<file path="src/design/icache_pkg.sv">
package icache_pkg;

    // ------------------------------
    // cache geometry
    // ------------------------------
    localparam int line_words  = 8;
    localparam int line_count  = 16;
    localparam int offset_bits = $clog2(line_words);
    localparam int index_bits  = $clog2(line_count);
    // 2 byte bits below the word offset
    localparam int tag_bits    = 32 - index_bits - offset_bits - 2;

    // ------------------------------
    // axi read burst codes
    // ------------------------------
    // one burst covers a whole line
    localparam logic [7:0] axi_len_line   = 8'(line_words - 1);
    localparam logic [2:0] axi_size_word  = 3'b010;
    localparam logic [1:0] axi_burst_incr = 2'b01;

    // fetch address split for lookup
    typedef struct packed {
        logic [tag_bits-1:0]    tag;
        logic [index_bits-1:0]  index;
        logic [offset_bits-1:0] offset;
        logic [1:0]             byte_sel;
    } fetch_fields_t;

    // same word, seen flat for the bus or split for the arrays
    typedef union packed {
        logic [31:0]   flat;
        fetch_fields_t fields;
    } fetch_addr_t;

endpackage
</file>
<file path="src/design/fetch_top.sv">
`timescale 1ns/1ps

module fetch_top
    import icache_pkg::*;
#(
    parameter logic [31:0] reset_pc = 32'h0000_0000
)
(
    input  logic        M_AXI_ACLK,
    input  logic        M_AXI_ARESETN,
    input  logic        redirect,
    input  logic [31:0] redirect_pc,
    input  logic        stall,
    output logic [31:0] instr,
    output logic [31:0] instr_pc,
    output logic        instr_valid,
    // axi read ports
    output logic [31:0] araddr,
    output logic        arvalid,
    input  logic        arready,
    output logic [7:0]  arlen,
    output logic [2:0]  arsize,
    output logic [1:0]  arburst,
    output logic [3:0]  arid,
    input  logic [31:0] rdata,
    input  logic [1:0]  rresp,
    input  logic        rvalid,
    output logic        rready,
    input  logic        rlast,
    input  logic [3:0]  rid
);

    logic        fetch_req;
    fetch_addr_t fetch_addr;
    logic        fetch_valid;
    logic [31:0] fetch_data;

    ifetch #(
        .reset_pc (reset_pc)
    ) ifetch_i (
        .M_AXI_ACLK    (M_AXI_ACLK),
        .M_AXI_ARESETN (M_AXI_ARESETN),
        .redirect      (redirect),
        .redirect_pc   (redirect_pc),
        .stall         (stall),
        .req           (fetch_req),
        .addr          (fetch_addr),
        .valid         (fetch_valid),
        .data          (fetch_data),
        .instr         (instr),
        .instr_pc      (instr_pc),
        .instr_valid   (instr_valid)
    );

    icache icache_i (
        .M_AXI_ACLK    (M_AXI_ACLK),
        .M_AXI_ARESETN (M_AXI_ARESETN),
        .req           (fetch_req),
        .addr          (fetch_addr),
        .valid         (fetch_valid),
        .data          (fetch_data),
        .araddr        (araddr),
        .arvalid       (arvalid),
        .arready       (arready),
        .arlen         (arlen),
        .arsize        (arsize),
        .arburst       (arburst),
        .arid          (arid),
        .rdata         (rdata),
        .rresp         (rresp),
        .rvalid        (rvalid),
        .rready        (rready),
        .rlast         (rlast),
        .rid           (rid)
    );

endmodule

</file>
<file path="src/design/ifetch.sv">
`timescale 1ns/1ps

module ifetch
    import icache_pkg::*;
#(
    parameter logic [31:0] reset_pc = 32'h0000_0000
)
(
    input  logic        M_AXI_ACLK,
    input  logic        M_AXI_ARESETN,
    input  logic        redirect,
    input  logic [31:0] redirect_pc,
    input  logic        stall,
    output logic        req,
    output fetch_addr_t addr,
    input  logic        valid,
    input  logic [31:0] data,
    output logic [31:0] instr,
    output logic [31:0] instr_pc,
    output logic        instr_valid
);

    logic [31:0] pc;
    logic        req_q;
    logic        redir_pend;
    logic [31:0] redir_target;
    logic        miss_wait;

    // request raised but not answered this cycle
    assign miss_wait = req_q && !valid;

    // ------------------------------
    // request level
    // ------------------------------
    always_ff @(posedge M_AXI_ACLK)
    begin
        if (!M_AXI_ARESETN)
        begin
            req_q <= 1'b0;
        end
        else if (miss_wait)
        begin
            req_q <= 1'b1;
        end
        else
        begin
            req_q <= !stall;
        end
    end

    // ------------------------------
    // pc and redirect
    // ------------------------------
    always_ff @(posedge M_AXI_ACLK)
    begin
        if (!M_AXI_ARESETN)
        begin
            pc         <= reset_pc;
            redir_pend <= 1'b0;
        end
        else if (redirect && !miss_wait)
        begin
            pc         <= redirect_pc;
            redir_pend <= 1'b0;
        end
        else if (req_q && valid)
        begin
            pc         <= redir_pend ? redir_target : pc + 32'd4;
            redir_pend <= 1'b0;
        end
        else if (redirect)
        begin
            // applied once the outstanding word is delivered
            redir_pend <= 1'b1;
        end
    end

    always_ff @(posedge M_AXI_ACLK)
    begin
        if (redirect && miss_wait)
        begin
            redir_target <= redirect_pc;
        end
    end

    assign req         = req_q;
    assign addr        = pc;
    assign instr       = data;
    assign instr_pc    = pc;
    assign instr_valid = req_q && valid;

endmodule

</file>
<file path="src/design/icache.sv">
`timescale 1ns/1ps

module icache
    import icache_pkg::*;
(
    input  logic        M_AXI_ACLK,
    input  logic        M_AXI_ARESETN,
    input  logic        req,
    input  fetch_addr_t addr,
    output logic        valid,
    output logic [31:0] data,
    // axi read ports
    output logic [31:0] araddr,
    output logic        arvalid,
    input  logic        arready,
    output logic [7:0]  arlen,
    output logic [2:0]  arsize,
    output logic [1:0]  arburst,
    output logic [3:0]  arid,
    input  logic [31:0] rdata,
    input  logic [1:0]  rresp,
    input  logic        rvalid,
    output logic        rready,
    input  logic        rlast,
    input  logic [3:0]  rid
);

    localparam logic [31:0] line_mask = 32'(line_words * 4 - 1);

    logic                   hit;
    logic [31:0]            hit_data;
    logic                   miss_start;
    logic [31:0]            line_addr;
    logic                   beat_en;
    logic [offset_bits-1:0] beat_count;
    logic [31:0]            beat_data;
    logic                   last_beat;
    logic                   refill_idle;
    logic                   want_last_word;

    icache_array array_i (
        .M_AXI_ACLK    (M_AXI_ACLK),
        .M_AXI_ARESETN (M_AXI_ARESETN),
        .lookup_addr   (addr),
        .hit           (hit),
        .hit_data      (hit_data),
        .fill_en       (beat_en),
        .fill_index    (addr.fields.index),
        .fill_word     (beat_count),
        .fill_data     (beat_data),
        .fill_done     (last_beat)
    );

    // ------------------------------
    // miss handling
    // ------------------------------
    assign refill_idle = !arvalid && !rready;
    assign miss_start  = req && !hit && refill_idle;
    assign line_addr   = addr.flat & ~line_mask;

    icache_refill refill_i (
        .M_AXI_ACLK    (M_AXI_ACLK),
        .M_AXI_ARESETN (M_AXI_ARESETN),
        .start         (miss_start),
        .line_addr     (line_addr),
        .araddr        (araddr),
        .arvalid       (arvalid),
        .arready       (arready),
        .arlen         (arlen),
        .arsize        (arsize),
        .arburst       (arburst),
        .arid          (arid),
        .rdata         (rdata),
        .rresp         (rresp),
        .rvalid        (rvalid),
        .rready        (rready),
        .rlast         (rlast),
        .rid           (rid),
        .beat_en       (beat_en),
        .beat_count    (beat_count),
        .beat_data     (beat_data),
        .last_beat     (last_beat)
    );

    // the last word is still on the bus, earlier ones already sit in the array
    assign want_last_word = addr.fields.offset == offset_bits'(line_words - 1);

    assign valid = (req && hit) || last_beat;
    assign data  = (last_beat && want_last_word) ? beat_data : hit_data;

endmodule

</file>
<file path="src/design/icache_refill.sv">
`timescale 1ns/1ps

module icache_refill
    import icache_pkg::*;
(
    input  logic                   M_AXI_ACLK,
    input  logic                   M_AXI_ARESETN,
    input  logic                   start,
    input  logic [31:0]            line_addr,
    // read address channel
    output logic [31:0]            araddr,
    output logic                   arvalid,
    input  logic                   arready,
    output logic [7:0]             arlen,
    output logic [2:0]             arsize,
    output logic [1:0]             arburst,
    output logic [3:0]             arid,
    // read data channel
    input  logic [31:0]            rdata,
    input  logic [1:0]             rresp,
    input  logic                   rvalid,
    output logic                   rready,
    input  logic                   rlast,
    input  logic [3:0]             rid,
    // beat stream towards the array
    output logic                   beat_en,
    output logic [offset_bits-1:0] beat_count,
    output logic [31:0]            beat_data,
    output logic                   last_beat
);

    logic                   arvalid_q;
    logic                   rready_q;
    logic [31:0]            araddr_q;
    logic [offset_bits-1:0] beat_q;
    logic                   idle;

    assign idle = !arvalid_q && !rready_q;

    // ------------------------------
    // address phase
    // ------------------------------
    always_ff @(posedge M_AXI_ACLK)
    begin
        if (!M_AXI_ARESETN)
        begin
            arvalid_q <= 1'b0;
        end
        else if (start && idle)
        begin
            arvalid_q <= 1'b1;
        end
        else if (arready)
        begin
            arvalid_q <= 1'b0;
        end
    end

    always_ff @(posedge M_AXI_ACLK)
    begin
        if (start && idle)
        begin
            araddr_q <= line_addr;
        end
    end

    // ------------------------------
    // data phase
    // ------------------------------
    always_ff @(posedge M_AXI_ACLK)
    begin
        if (!M_AXI_ARESETN)
        begin
            rready_q <= 1'b0;
        end
        else if (arvalid_q && arready)
        begin
            rready_q <= 1'b1;
        end
        else if (last_beat)
        begin
            rready_q <= 1'b0;
        end
    end

    // word number of the next beat in the line
    always_ff @(posedge M_AXI_ACLK)
    begin
        if (arvalid_q && arready)
        begin
            beat_q <= '0;
        end
        else if (beat_en)
        begin
            beat_q <= beat_q + 1'b1;
        end
    end

    assign araddr  = araddr_q;
    assign arvalid = arvalid_q;
    assign arlen   = axi_len_line;
    assign arsize  = axi_size_word;
    assign arburst = axi_burst_incr;
    assign arid    = '0;
    assign rready  = rready_q;

    assign beat_en    = rvalid && rready_q;
    assign beat_count = beat_q;
    assign beat_data  = rdata;
    assign last_beat  = beat_en && rlast;

endmodule

</file>
<file path="src/design/icache_array.sv">
`timescale 1ns/1ps

module icache_array
    import icache_pkg::*;
(
    input  logic                   M_AXI_ACLK,
    input  logic                   M_AXI_ARESETN,
    input  fetch_addr_t            lookup_addr,
    output logic                   hit,
    output logic [31:0]            hit_data,
    input  logic                   fill_en,
    input  logic [index_bits-1:0]  fill_index,
    input  logic [offset_bits-1:0] fill_word,
    input  logic [31:0]            fill_data,
    input  logic                   fill_done
);

    localparam int word_addr_bits = index_bits + offset_bits;

    logic [line_count-1:0]     line_valid;
    logic [tag_bits-1:0]       line_tag [line_count];
    logic [31:0]               data_mem [line_count*line_words];
    logic [word_addr_bits-1:0] fill_addr;
    logic [word_addr_bits-1:0] read_addr;
    logic [index_bits-1:0]     lookup_index;

    assign lookup_index = lookup_addr.fields.index;
    assign fill_addr    = {fill_index, fill_word};
    assign read_addr    = {lookup_index, lookup_addr.fields.offset};

    // ------------------------------
    // line state
    // ------------------------------
    always_ff @(posedge M_AXI_ACLK)
    begin
        if (!M_AXI_ARESETN)
        begin
            line_valid <= '0;
        end
        else if (fill_done)
        begin
            line_valid[fill_index] <= 1'b1;
        end
    end

    // the missing address is held through the refill, so its tag
    // is still on the lookup side when the last beat lands
    always_ff @(posedge M_AXI_ACLK)
    begin
        if (fill_done)
        begin
            line_tag[fill_index] <= lookup_addr.fields.tag;
        end
    end

    // ------------------------------
    // data words
    // ------------------------------
    always_ff @(posedge M_AXI_ACLK)
    begin
        if (fill_en)
        begin
            data_mem[fill_addr] <= fill_data;
        end
    end

    // lookup is purely combinational so hits return in the request cycle
    assign hit      = line_valid[lookup_index]
                      && (line_tag[lookup_index] == lookup_addr.fields.tag);
    assign hit_data = data_mem[read_addr];

endmodule

</file>
<file path="config.mk">
export PLATFORM = sky130hd
export DESIGN_NAME = fetch_top
export DESIGN_NICKNAME = d
export VERILOG_FILES = /design/src/design/icache_pkg.sv /design/src/design/fetch_top.sv /design/src/design/ifetch.sv /design/src/design/icache.sv /design/src/design/icache_refill.sv /design/src/design/icache_array.sv
export SDC_FILE = /design/constraint.sdc
export NUM_CORES = 2
export LEC_CHECK = 0
export ABC_AREA = 1
export BUFFER_PORTS_ARGS = -buffer_cell sky130_fd_sc_hd__buf_2
export CAP_MARGIN = 25
export CORE_MARGIN = 2
export CORE_UTILIZATION = 43
export CTS_BUF_LIST = sky130_fd_sc_hd__clkbuf_4 sky130_fd_sc_hd__clkbuf_8
export CTS_CLUSTER_DIAMETER = 50
export DETAILED_ROUTE_END_ITERATION = 8
export PLACE_DENSITY = 0.58
export SLEW_MARGIN = 5
export SYNTH_ARGS = -nofsm -noshare
export SYNTH_HDL_FRONTEND = slang
export SYNTH_MEMORY_MAX_BITS = 65536
export SYNTH_SLANG_ARGS = --single-unit
</file>
<file path="constraint.sdc">
create_clock -name M_AXI_ACLK -period 4.7 [get_ports M_AXI_ACLK]
set_input_delay 0.705 -clock M_AXI_ACLK [delete_from_list [all_inputs] [get_ports M_AXI_ACLK]]
set_output_delay 0.705 -clock M_AXI_ACLK [all_outputs]
set_load 0.01 [all_outputs]
</file>
==> metrics <==
cell total after placement slightly below 20000; first-pass GRT wire length 865 mm; non-filler instance count after layout 21400; Setup TNS -6.33 ns; Setup crit end instr[11]; Crit. path cell count 13; Worst Hold Class primary input to flop; H-tree depth 6; largest net degree at the start of global routing roughly 120; most frequent cells in the layout 4523 x edfxtp_1, 2699 x nor2_1, 2351 x o21ai_0; final setup margin -0.291 ns; hpwl dp 329 mm; Reg-to-Reg End ifetch_i.addr[24]$_SDFFE_PN0P_; I/O Pins approximately 190; most frequent cell on the critical path buf_4; Min Hold Slack 0.0431 ns; highest clock rate 200 MHz; top cells by area, synth edfxtp_1 75%, o21ai_0 7.0%, nor2_1 5.9%; multi-input combinational cell area ~43000 um2; power per cell area roughly 420 nW/um2; Final GP Congestion 0.842; Mapped Area 181000 um2; CP top delay family compound AO/OA/AOI/OAI gates; layout cell share with drive strength beyond 1 19.1%; Setup CP Type flop to output port; area share of the largest cell type after synthesis about 75%; Final Setup Violations 32; Final ANT Viol Nets 0; Worst-Margin Slew 1.07 ns; VDD IR max 0.000342 V; growth of design area from synthesis to finish 21.4%; RSZ-0062 raised after global routing true; DRC Markers 0; CP cell instances buf_4, buf_12, buf_4, buf_4, o21ai_0, o22ai_1, o21ai_0, o22ai_2, o21ai_1, o22ai_1, nand2_2, a31oi_4, buf_6; chip height 653 um; Mapped Avg Cell Area 12.7 um2; Sw Share ~27%; Vias between 100k and 150k; vias in the first global route 118000; reg2reg setup slack around 0.21 ns; initial antenna violation count 29; global route overflow 0; CTS root buffer clkbuf_8; post-layout util 52.4%; worst slew margin relative to its limit 28.6%; Seq/Total Area, Yosys 75.6%; CP Max Fanout 15; r2r worst-path depth 22; total power ~93 mW; DR WL/cell 29.3 um; fin crit share 106%; NetSw roughly 25 mW; Worst setup EP type output port; initial DRC count 16500; Clock Sinks 4585; Critical Path AT 4.29 ns; Port Buf Inserts 164; FF/Latch Area 137000 um2; leakage 74.4 nW; #FFs+latches synth 4585; vias per inst a little under 6; Bufs on Longest Clock Path 4; Reg clk slew, reported paths 0.07 ns; top_reg_cell synth edfxtp_1; Clk pwr share 36.3%; Async SR Flop Fraction 0%; Gate Count Post-Synth around 14000; initial cell density of the core 43.2%; Synth Warn # 0; 1st-pass router iterations 7; commonest non-fill, non-tap cell in the layout edfxtp_1; CTS Buf Count 731; Placeable Area 420000 um2; CP Launch Type flop; WL final 628 mm; TritonCTS clock tree built; failing checks negative setup slack; sequential power share between 40% and 50%; CP max-delay cell dfxtp_4; Hold Fails Final Rpt 0; power share of the combinational group 15.3%; data required time of the critical path 3.99 ns; Die Footprint 427000 um2; NumNets Final 15400; Tot GR Track Use 28.0%; Synth cell types 36; Filler cells 35200; Max stage delay on crit path 0.43 ns; WP buf/inv 5; status complete, but fails checks; Power Internal ~68 mW; number of flops mapped to enable cells by yosys 4523; Die X 653 um; site row count 238; max-slew violation count 0; clk_lat worst skew ~1.3 ns; minimum clock period 4.99 ns; final setup skew 0.0649 ns; max capacitance violation total 0; leading area contributor after synthesis edfxtp_1
power groups by stage:
| stage | Combinational, mW | Clock [mW] | Sequential, mW |
|---|---|---|---|
| 2_1_floorplan | 5.38 | 0 | 46.0 |
| 3_3_place_gp | 10.7 | 0 | 46.0 |
| 3_5_place_dp | 10.7 | 0 | 46.0 |
| 4_1_cts | 13.0 | 34.1 | 45.2 |
| 5_1_grt | 14.9 | 35.8 | 45.2 |
| 6_report | 14.3 | 33.9 | 45.2 |
synthesized netlist by cell type, types with 5 or more instances:
cell type     n
edfxtp_1   4523
nor2_1     2869
o21ai_0    2547
o22ai_1    1229
nand2_1    1057
clkbuf_1    809
nand3_1     494
inv_1       228
buf_2       125
buf_1        71
dfxtp_1      62
a21oi_1      48
a31oi_1      35
buf_4        26
o32ai_1      26
clkinv_1     17
o211ai_1     17
nor3_1       16
o21ai_1      16
xor2_1       16
buf_6        10
a21oi_2       7
nand4_1       6
inv_2         5
nand3_2       5
final cells by class:
type | count | share of cell area, %
timing repair inverter | 8 | 0.0722
clock buffer | 1044 | 5.70
antenna | 20 | 0.0227
timing repair buffer | 1337 | 7.88
multi-input combinational | 8424 | 19.6
inverter | 250 | 0.478
clock inverter | 255 | 0.769
sequential | 4585 | 62.3
tap | 5520 | 3.14
per-stage QoR:
stage	area (um2)	setup slack, ns
after floorplan	181000	1.11
after global placement	194000	-0.782
after detailed placement	194000	-0.747
after CTS	216000	-0.396
after global routing	220000	-0.320
final	220000	-0.291
how the worst min path moves through the flow:
| stage | start | end | slack [ns] | cells past startpoint |
|---|---|---|---|---|
| 2_1_floorplan | icache_i.array_i.line_valid[12]$_SDFFE_PN0P_ | icache_i.array_i.line_valid[12]$_SDFFE_PN0P_ | 0.44 | 2 |
| 3_3_place_gp | icache_i.array_i.line_valid[13]$_SDFFE_PN0P_ | icache_i.array_i.line_valid[13]$_SDFFE_PN0P_ | 0.45 | 2 |
| 3_5_place_dp | icache_i.array_i.line_valid[0]$_SDFFE_PN0P_ | icache_i.array_i.line_valid[0]$_SDFFE_PN0P_ | 0.46 | 2 |
| 4_1_cts | rdata[14] | icache_i.array_i.data_mem[73][14]$_DFFE_PP_ | 0.002 | 1 |
| 5_1_grt | rdata[14] | icache_i.array_i.data_mem[73][14]$_DFFE_PP_ | 0.06 | 1 |
| 6_report | rdata[14] | icache_i.array_i.data_mem[73][14]$_DFFE_PP_ | 0.04 | 1 |
worst register-to-register path: stages (launching register included):
cell           delay, ns
dfxtp_4             0.42
buf_4               0.17
buf_8               0.15
inv_8               0.29
nand2_1             0.11
nand2_1             0.07
nand2_1             0.06
nand3_1             0.07
nand3_1             0.08
nand3_1             0.12
nand2_1             0.16
nor2_1              0.15
nand2_1             0.07
nor2_1              0.17
nand3_2             0.21
buf_4               0.22
nand3_2             0.25
nand2_2             0.25
inv_2               0.39
buf_12              0.24
o21ai_1             0.08
nor2_1              0.13
dlygate4sd3_1       0.56
state kept, by name (all words and copies together), names as in the netlist, named ones only:
register / cells
icache_i.array_i.data_mem: 4096
icache_i.array_i.line_tag: 368
ifetch_i.addr: 32
ifetch_i.redir_target: 32
icache_i.refill_i.araddr: 27
icache_i.array_i.line_valid: 16
icache_i.refill_i.beat_count: 3
icache_i.refill_i.arvalid: 1
icache_i.refill_i.rready: 1
ifetch_i.redir_pend: 1
ifetch_i.req: 1
routing by layer:
metal  GRT usage (%)  wire, um  vias to the layer above
met5               0        26                        -
met4            12.6     33000                        4
met3            4.39     59200                     1221
met2            44.7    292000                     7190
met1            37.9    244000                    64600
li1                -         -                    54900
cells by family (layout without fill, tap and decap cells):
logic type | Yosys count | count (layout) | share of synthesized area (%)
fa+ha+maj | 3 | 3 | 0.0207
buf+inv | 1292 | 2894 | 2.86
compound gates | 3927 | 3927 | 11.8
xor+xnor | 16 | 16 | 0.0773
flops | 4585 | 4585 | 75.6
other cells | 2 | 42 | 0.00414
mux | 2 | 2 | 0.0110
simple gates | 4454 | 4454 | 9.61
repair_timing:
item,4_1_cts,5_1_grt
endpoints found under the setup margin,35,35
endpoints found under the hold margin,481,0
setup buffers,137,106
gates cloned,102,61
hold buffers,58,0
pin swaps,164,304
resized for setup,723,513
Note: power is estimated with default switching activity, not from simulation.
